$ cat config.mk
export PLATFORM = sky130hd
export DESIGN_NAME = mul_core_top
export DESIGN_NICKNAME = d
export VERILOG_FILES = /design/src/hdl/mul_pkg.sv /design/src/hdl/mul_core_top.sv /design/src/hdl/hilo_regs.sv /design/src/hdl/mul_unit.sv /design/src/hdl/mul_pipe.sv
export SDC_FILE = /design/constraint.sdc
export NUM_CORES = 2
export LEC_CHECK = 0
export BUFFER_PORTS_ARGS = -buffer_cell sky130_fd_sc_hd__buf_2
export CORE_ASPECT_RATIO = 1.4
export CORE_UTILIZATION = 45
export CTS_CLUSTER_SIZE = 28
export DETAILED_ROUTE_END_ITERATION = 10
export PLACE_DENSITY = 0.66
export REMOVE_ABC_BUFFERS = 1
export SYNTH_ARGS = -nofsm -noshare
export SYNTH_HDL_FRONTEND = slang
export SYNTH_SLANG_ARGS = --single-unit
$ cat constraint.sdc
create_clock -name clk -period 16.7 [get_ports clk]
set_input_delay 1.67 -clock clk [delete_from_list [all_inputs] [get_ports clk]]
set_output_delay 1.67 -clock clk [all_outputs]
set_load 0.005 [all_outputs]
$ cat src/hdl/mul_pkg.sv
package mul_pkg;

    // Width of one operand or one register of the HI/LO pair.
    localparam int WORD_W = 32;

    // The full product is twice as wide as an operand.
    localparam int DWORD_W = 2 * WORD_W;

    typedef logic [WORD_W-1:0]  word_t;
    typedef logic [DWORD_W-1:0] dword_t;

    // Control states of the multiply unit.
    // MUL_FREE accepts a new start, MUL_RUNNING counts down the
    // pipeline latency and then releases the result.
    typedef enum logic [0:0] {
        MUL_FREE    = 1'b0,
        MUL_RUNNING = 1'b1
    } mul_state_t;

endpackage
$ cat src/hdl/mul_core_top.sv
`timescale 1ns/1ps

module mul_core_top #(
    parameter int MUL_STAGES = 4
) (
    input  logic           clk,
    input  logic           rst,
    input  mul_pkg::word_t src_a,
    input  mul_pkg::word_t src_b,
    input  logic           en,
    input  logic           mul_sign,
    input  mul_pkg::word_t hilo_wdata,
    input  logic           hi_we,
    input  logic           lo_we,
    output mul_pkg::word_t hi,
    output mul_pkg::word_t lo,
    output logic           stall_all,
    output logic           res_ready
);
    import mul_pkg::*;

    // Product halves on their way into the HI/LO pair.
    word_t prod_hi;
    word_t prod_lo;

    mul_unit #(
        .MUL_STAGES (MUL_STAGES)
    ) u_mul_unit (
        .clk       (clk),
        .rst       (rst),
        .src_a     (src_a),
        .src_b     (src_b),
        .en        (en),
        .mul_sign  (mul_sign),
        .s         (prod_lo),
        .r         (prod_hi),
        .res_ready (res_ready),
        .stall_all (stall_all)
    );

    // res_ready doubles as the load strobe of the register pair.
    hilo_regs u_hilo_regs (
        .clk        (clk),
        .rst        (rst),
        .res_ready  (res_ready),
        .r          (prod_hi),
        .s          (prod_lo),
        .hilo_wdata (hilo_wdata),
        .hi_we      (hi_we),
        .lo_we      (lo_we),
        .hi         (hi),
        .lo         (lo)
    );

endmodule

$ cat src/hdl/hilo_regs.sv
`timescale 1ns/1ps

module hilo_regs (
    input  logic           clk,
    input  logic           rst,
    input  logic           res_ready,
    input  mul_pkg::word_t r,
    input  mul_pkg::word_t s,
    input  mul_pkg::word_t hilo_wdata,
    input  logic           hi_we,
    input  logic           lo_we,
    output mul_pkg::word_t hi,
    output mul_pkg::word_t lo
);

    // A finished product loads both halves and overrides any direct
    // write in the same cycle.
    always_ff @(posedge clk) begin
        if (rst) begin
            hi <= '0;
        end else if (res_ready) begin
            hi <= r;
        end else if (hi_we) begin
            hi <= hilo_wdata;
        end
    end

    always_ff @(posedge clk) begin
        if (rst) begin
            lo <= '0;
        end else if (res_ready) begin
            lo <= s;
        end else if (lo_we) begin
            lo <= hilo_wdata;
        end
    end

endmodule

$ cat src/hdl/mul_unit.sv
`timescale 1ns/1ps

module mul_unit #(
    parameter int MUL_STAGES = 4
) (
    input  logic           clk,
    input  logic           rst,
    input  mul_pkg::word_t src_a,
    input  mul_pkg::word_t src_b,
    input  logic           en,
    input  logic           mul_sign,
    output mul_pkg::word_t s,
    output mul_pkg::word_t r,
    output logic           res_ready,
    output logic           stall_all
);
    import mul_pkg::*;

    // The counter must be able to hold MUL_STAGES itself.
    localparam int CNT_W = $clog2(MUL_STAGES + 1);

    mul_state_t state;
    mul_state_t next_state;

    logic [CNT_W-1:0] counter;
    logic [CNT_W-1:0] next_counter;

    logic start;

    // Operand magnitudes and the sign of the final product.
    word_t a_reg;
    word_t b_reg;
    logic  sign;

    dword_t prod;
    dword_t res;

    always_ff @(posedge clk) begin
        if (rst) begin
            state   <= MUL_FREE;
            counter <= '0;
        end else begin
            state   <= next_state;
            counter <= next_counter;
        end
    end

    // A start is only taken while free, so a busy unit keeps the
    // operands of the product in flight.
    always_ff @(posedge clk) begin
        if (rst) begin
            a_reg <= '0;
            b_reg <= '0;
            sign  <= 1'b0;
        end else if (start) begin
            if (mul_sign) begin
                sign  <= src_a[WORD_W-1] ^ src_b[WORD_W-1];
                a_reg <= src_a[WORD_W-1] ? -src_a : src_a;
                b_reg <= src_b[WORD_W-1] ? -src_b : src_b;
            end else begin
                sign  <= 1'b0;
                a_reg <= src_a;
                b_reg <= src_b;
            end
        end
    end

    always_comb begin
        next_state   = state;
        next_counter = counter;
        start        = 1'b0;
        stall_all    = 1'b0;
        res_ready    = 1'b0;
        case (state)
            MUL_FREE: begin
                if (en) begin
                    start        = 1'b1;
                    stall_all    = 1'b1;
                    next_state   = MUL_RUNNING;
                    next_counter = CNT_W'(MUL_STAGES);
                end
            end
            MUL_RUNNING: begin
                if (counter == '0) begin
                    res_ready  = 1'b1;
                    next_state = MUL_FREE;
                end else begin
                    stall_all    = 1'b1;
                    next_counter = counter - 1'b1;
                end
            end
            default: begin
                next_state = MUL_FREE;
            end
        endcase
    end

    mul_pipe #(
        .MUL_STAGES (MUL_STAGES)
    ) u_pipe (
        .clk (clk),
        .rst (rst),
        .a   (a_reg),
        .b   (b_reg),
        .p   (prod)
    );

    // The pipeline only ever sees magnitudes; the sign goes back on here.
    assign res = sign ? -prod : prod;
    assign r   = res[DWORD_W-1:WORD_W];
    assign s   = res[WORD_W-1:0];

    // The stall covers the whole flight, from the en cycle to the cycle
    // before the pulse, and drops with it.
    a_ready_no_stall: assert property (@(posedge clk) disable iff (rst)
        res_ready |-> !stall_all && $past(stall_all) && $past(stall_all, MUL_STAGES + 1))
        else $error("stall_all does not cover the product in flight up to res_ready");

    a_ready_pulse: assert property (@(posedge clk) disable iff (rst)
        res_ready |=> !res_ready)
        else $error("res_ready held for more than one cycle");

    // The start is sampled at its edge, the pulse one edge after the
    // counter has run out.
    a_ready_latency: assert property (@(posedge clk) disable iff (rst)
        res_ready |-> $past(start, MUL_STAGES + 1))
        else $error("res_ready does not follow a start by MUL_STAGES cycles");

endmodule

$ cat src/hdl/mul_pipe.sv
`timescale 1ns/1ps

module mul_pipe #(
    parameter int MUL_STAGES = 4
) (
    input  logic            clk,
    input  logic            rst,
    input  mul_pkg::word_t  a,
    input  mul_pkg::word_t  b,
    output mul_pkg::dword_t p
);
    import mul_pkg::*;

    // Stage one holds the four 16 by 16 partial products.
    word_t pp_ll;
    word_t pp_lh;
    word_t pp_hl;
    word_t pp_hh;

    // Stage two and the delay chain behind it.
    // Entry 0 is the summed product, the last entry drives p.
    dword_t pipe_q [MUL_STAGES-1];

    dword_t sum;

    always_ff @(posedge clk) begin
        if (rst) begin
            pp_ll <= '0;
            pp_lh <= '0;
            pp_hl <= '0;
            pp_hh <= '0;
        end else begin
            pp_ll <= word_t'(a[15:0])  * word_t'(b[15:0]);
            pp_lh <= word_t'(a[15:0])  * word_t'(b[31:16]);
            pp_hl <= word_t'(a[31:16]) * word_t'(b[15:0]);
            pp_hh <= word_t'(a[31:16]) * word_t'(b[31:16]);
        end
    end

    // The cross terms sit 16 bits up, the high term 32 bits up.
    always_comb begin
        sum = dword_t'(pp_ll)
            + (dword_t'(pp_lh) << 16)
            + (dword_t'(pp_hl) << 16)
            + (dword_t'(pp_hh) << 32);
    end

    always_ff @(posedge clk) begin
        if (rst) begin
            for (int i = 0; i < MUL_STAGES - 1; i++) begin
                pipe_q[i] <= '0;
            end
        end else begin
            pipe_q[0] <= sum;
            for (int i = 1; i < MUL_STAGES - 1; i++) begin
                pipe_q[i] <= pipe_q[i-1];
            end
        end
    end

    assign p = pipe_q[MUL_STAGES-2];

    // The partial product and sum stages need two registers at least.
    a_min_stages: assert property (@(posedge clk) MUL_STAGES >= 2)
        else $error("mul_pipe needs MUL_STAGES of 2 or more");

endmodule

# Word level (Yosys, flattened, before mapping)
# Memory sizes are Yosys's and may differ from the RTL's.
# Index checks and enable logic that the tools add are counted.
# totals
n_memories,1
register_bits,261
ramBits,192
wordCells,59
in_bits,102
# memory_table
memory,depth,word_bits,rd,rd_ports_with_merged_regs,write_ports,line,rtl
u_mul_unit.u_pipe.pipe_q,3,64,3,0,3,mul_pipe.sv:22,dword_t pipe_q [MUL_STAGES-1];
# classes
add_sub_neg,7
multipliers,4
n_reduce_logical,4
muxes,25
bitwise,5
n_eq_ne,2
# ops
operator,count
$mux 32,8
$mux 64,4
$mul 16x16->32,4
$add 50x64->64,1
$neg 32->32,2
$neg 64->64,1
$add 49x48->50,1
$add 32x48->49,1
$mux 1,9
$mux 3,2
$pmux 3 s2,1
$ne 2x2->1 const B,2
$reduce_bool 2->1,2
$logic_not 3->1,1
$or 1x1->1,3
$sub 3x1->3 const B,1
$pmux 1 s2,1
$reduce_and 2->1,1
$not 1->1,1
$xor 1x1->1,1

# Longest topological paths before layout
# depth
ltp_word,4
depth_mapped,24
mapped_depth_nobuf,23

# Hierarchy
# From an unflattened synthesis, not the netlist that was laid out.
# unflattened
cells_unflattened,6047
hier_area_um2,54050.6
# by_module_without_submodules
mod,n_inst,cells_per_inst,seq_area_each_um2,area_per_inst_um2
mul_pipe,1,5102,6406.1,45620.0
mul_unit,1,660,1381.3,5201.2
hilo_regs,1,285,1281.2,3229.3

# Worst setup path after synthesis
# OpenSTA, ideal clock, no wires.
# synth_timing
kind,flip-flop to flip-flop
start,reg u_mul_unit.a_reg[7]
end,reg u_mul_unit.u_pipe.pp_lh[25]
slack_ns,10.727
required_time_ns,16.572
setup_ns,0.128
path_stages_with_launch,24
arrival_ns,5.846
path_cell_list,dfxtp_1 clkbuf_1 nand2_1 fa_1 inv_1 fa_1 inv_1 fa_1 inv_1 fa_1 fa_1 inv_1 fa_1 inv_1 ha_1 and3_1 nand3_1 or3b_2 a31oi_1 and2_1 a21boi_0 o21ai_0 xnor2_1 nor2_1
# synth_between
elab_chain_cells,1
# synth_lines
item,line,rtl
"start, declared",mul_unit.sv:31,word_t a_reg;
"start signal, assigned",mul_unit.sv:58,a_reg <= src_a[WORD_W-1] ? -src_a : src_a;
"start signal, assigned",mul_unit.sv:62,a_reg <= src_a;
$mul 16x16->32,mul_pipe.sv:34,pp_lh <= word_t'(a[15:0]) * word_t'(b[31:16]);
"end signal, assigned",mul_pipe.sv:34,
"end, declared",mul_pipe.sv:16,word_t pp_lh;
# Every way passes these cells.
# A chain may end at the register's enable or synchronous reset.

# Final worst setup path
# layout_timing
start,reg u_mul_unit.a_reg[23]
end,reg u_mul_unit.u_pipe.pp_hl[29]
# layout_between
elab_chain_cells,1
# layout_lines
item,line,rtl
$mul 16x16->32,mul_pipe.sv:35,pp_hl <= word_t'(a[31:16]) * word_t'(b[15:0]);
"end signal, assigned",mul_pipe.sv:35,
"end, declared",mul_pipe.sv:17,word_t pp_hl;
# Every way passes these cells.

==> impl_metrics.csv <==
group,metric,value,unit
clock_network,hold_buffers,0,
sta,finalSetupTns,0,ps
clock_network,clkLatencyLatePin,650,ps
sta,finalHoldViolCount,0,
final_layout,layoutNonFillerInstCount,7378,
yosys,async_flop_share,0,%
floorplan,start_util,45.5,%
yosys,synth_edf_count,0,
clock_network,clk_pin_slew,60,ps
place,gp_congestion,0.913,
clock_network,cts_made_buffers,48,
job,drv_cap,0,
setup_path,critPathMaxFanout,33,
routing,vias_per_cell,5.30,
routing,post_drt_wl_per_cell,18.6,microns
routing,drtAntennaViolNets,0,
sta,worst_slew_pin_slew,1010,ps
floorplan,rows,147,
floorplan,coreArea,115000,sq um
final_layout,regMostFlops,"u_mul_unit.u_pipe.pipe_q",
sta,clock.fmax,145,MHz
routing,dr_total_vias,39073,
clock_network,cts_root_buf,"clkbuf_16",
pwr,leakagePower,27.7,nW
yosys,avgSynthCellArea,8.91,sq um
routing,drt_iter0_drc,2148,
outcome,status,"finished clean",
yosys,ys.flop_type,"dfxtp_1",
routing,drc,0,
global_route,grt_max_degree,170,
floorplan,die-area,118000,sq um
worst_hold_path,hold_class,"register to register",
sta,maxSlewHeadroom,32.2,%
yosys,synth_cells,5869,
clock_network,clk_path_buf_depth,3,
clock_network,htreeDepth,2,
floorplan,die_w,290,microns
sta,drv_slew,0,
clock_network,post_cts_resized,0,
setup_path,crit_required,17170,ps
final_layout,fillers,10855,
setup_path,worstSetupPathType,"register to register",
sta,setup_viol,0,
global_route,grt_pass1_wl,225,mm
yosys,ys_types,72,
yosys,synth_compound_area_share,8.24,%
place,dp.final_hpwl,104,mm
yosys,synthesis.area,52300,sq um
sta,layout_worst_path_cycle_share,41.3,%
yosys,synth_top_family_by_area,"adder cells",
global_route,grt.total_usage,24.2,%
setup_path,crit_path_end_kind,"register",
global_route,antenna_found_initial,6,
yosys,synthMuxAreaShare,1.43,%
yosys,yosys_register_bits,453,
clock_network,clock-sinks,453,
pwr,p_per_area,82.8,nW/um^2
setup_path,cp-start-kind,"register",
yosys,synth_xor_area_share,4.14,%
pwr,vdd_drop_max,0.0000892,V
floorplan,ios,168,
final_layout,nNetsFinal,7212,
routing,routed_wl,137,mm
yosys,yosys.area_share.simple,18.0,%
clock_network,cts_setup_buffers,0,
yosys,synth_fa_ha_area_share,41.8,%
final_layout,area_growth,7.32,%
final_layout,drive_gt1_share,6.24,%
global_route,gr-total-overflow,0,
final_layout,multi_input_area,38500,sq um
place,dp_cells,7288,
setup_path,rrSetupSlack,9810,ps
sta,rsz0062_at_grt,"no",
final_layout,largest_reg_flops,192,
sta,fin_crit,6890,ps
yosys,yosysWarnings,0,
sta,fin_skew,58.3,ps
global_route,grt_pass1_vias,42101,
routing,drt_first_pass_iters,6,
setup_path,arrival,7360,ps
yosys,seq_area_frac_synth,17.3,%
place,portBuffers,167,
final_layout,final_util,48.8,%
final_layout,regArea,9090,sq um
clock_network,tritoncts,"yes",
floorplan,fp.dieH,405,microns
-- per-stage QoR --
stage               setup slack, ps  power [mW]  instance area, sq um  hold slack, ps
floorplan                     10430        2.83                 51200             414
global placement               9990        3.49                 54400             424
detailed placement             9910        3.52                 54400             420
CTS                            9880        4.68                 56100             411
global route                   9530        5.02                 56100             432
finish                         9810        4.65                 56100             414
-- logic make-up (layout without fill, tap and decap cells) --
group,Yosys count,in the layout
other cells,0,3
flops,453,453
xor+xnor,247,247
buf+inv,1258,1274
fa+ha+maj,1262,1262
compound gates,654,654
mux,73,73
simple gates,1922,1922
-- synthesized netlist by cell type, types with 5 or more instances --
cell type,n,area [sq um]
nand2b_1,19,119
nand4_1,13,81.3
o21ai_0,121,606
a311oi_1,13,114
nor2b_1,203,1270
xnor2_1,132,1160
ha_1,453,5670
o21bai_1,15,113
nor2_1,326,1220
nor4_1,14,87.6
clkbuf_1,300,1130
inv_1,954,3580
and2_1,464,2900
or4_1,16,120
and3_1,20,125
a41oi_1,5,43.8
dfxtp_1,453,9070
nor3_1,34,170
o21a_1,17,128
nand3_1,30,150
or3_1,40,250
a211o_1,5,43.8
a21o_1,74,556
a21boi_0,5,37.5
o22ai_1,8,50.1
a211oi_1,126,946
fa_1,809,16200
xor2_1,115,1010
a31oi_1,16,100
mux2i_1,61,611
or2_2,7,43.8
nand2_1,716,2690
o211ai_1,8,60.1
mux2_2,12,135
a21oi_1,152,761
o31ai_1,30,225
o41ai_1,21,184
-- routing by layer --
layer / global-route usage (%) / routed length [microns] / part of all wire, % / vias up
met3: 3.47 / 7990 / 5.8 / 353
met4: 10.9 / 6630 / 4.8 / 4
met1: 27.7 / 53400 / 39 / 19309
li1: - / - / - / 18208
met2: 44.2 / 69200 / 50 / 1199
met5: 0 / 26 / 0.019 / -
-- critical path, cell delays in order, from the launching register on --
cell	delay, ps
dfxtp_2	910
and2_1	250
fa_1	400
inv_1	80
fa_1	430
fa_1	520
inv_1	60
fa_1	500
fa_1	500
inv_1	50
fa_1	470
inv_1	40
ha_1	340
a21o_1	220
a31o_2	230
o31ai_1	650
a21oi_1	250
o21ai_0	390
o21ai_0	180
xnor2_1	170
nor2_1	70
-- worst paths after layout --
kind | startpoint | endpoint | cells past startpoint
min reg2reg | u_mul_unit.u_pipe.pp_ll[6]$_SDFF_PP0_ | u_mul_unit.u_pipe.pipe_q[0][6]$_SDFF_PP0_ | 1
max | u_mul_unit.a_reg[23]$_SDFFE_PP0P_ | u_mul_unit.u_pipe.pp_hl[29]$_SDFF_PP0_ | 20
min | u_mul_unit.u_pipe.pp_ll[6]$_SDFF_PP0_ | u_mul_unit.u_pipe.pipe_q[0][6]$_SDFF_PP0_ | 1
max reg2reg | u_mul_unit.a_reg[23]$_SDFFE_PP0P_ | u_mul_unit.u_pipe.pp_hl[29]$_SDFF_PP0_ | 20
-- placed cells by master, fill, tap and decap left out, types with 15 or more instances in the layout --
cell       synthesis  routed
inv_1            954     954
fa_1             809     809
nand2_1          716     716
and2_1           464     464
ha_1             453     453
dfxtp_1          453     435
nor2_1           326     326
nor2b_1          203     202
buf_2              1     166
a21oi_1          152     152
xnor2_1          132     132
a211oi_1         126     126
o21ai_0          121     121
xor2_1           115     115
a21o_1            74      74
buf_4              0      64
mux2i_1           61      61
clkbuf_16          0      48
or3_1             40      40
nor3_1            34      34
o31ai_1           30      30
nand3_1           30      30
o41ai_1           21      21
and3_1            20      20
nand2b_1          19      19
dfxtp_2            0      18
o21a_1            17      17
a31oi_1           16      16
or4_1             16      16
o21bai_1          15      15
-- area by class of cell --
class | count | share of cell area [%]
Antenna cell | 3 | 0.0134
Multi-Input combinational cell | 4158 | 68.6
Sequential cell | 453 | 16.2
Timing Repair Buffer | 232 | 2.40
Tap cell | 1490 | 3.32
Clock buffer | 61 | 2.41
Clock inverter | 26 | 0.651
Inverter | 955 | 6.39
-- power breakdown --
part | switching, mW | leakage, nW | internal (mW)
sequential | 0.131 | 3.72 | 1.25
clock | 0.478 | 0.832 | 0.659
combinational | 1.31 | 23.2 | 0.823
No activity file was read; power rests on OpenSTA's default activity.
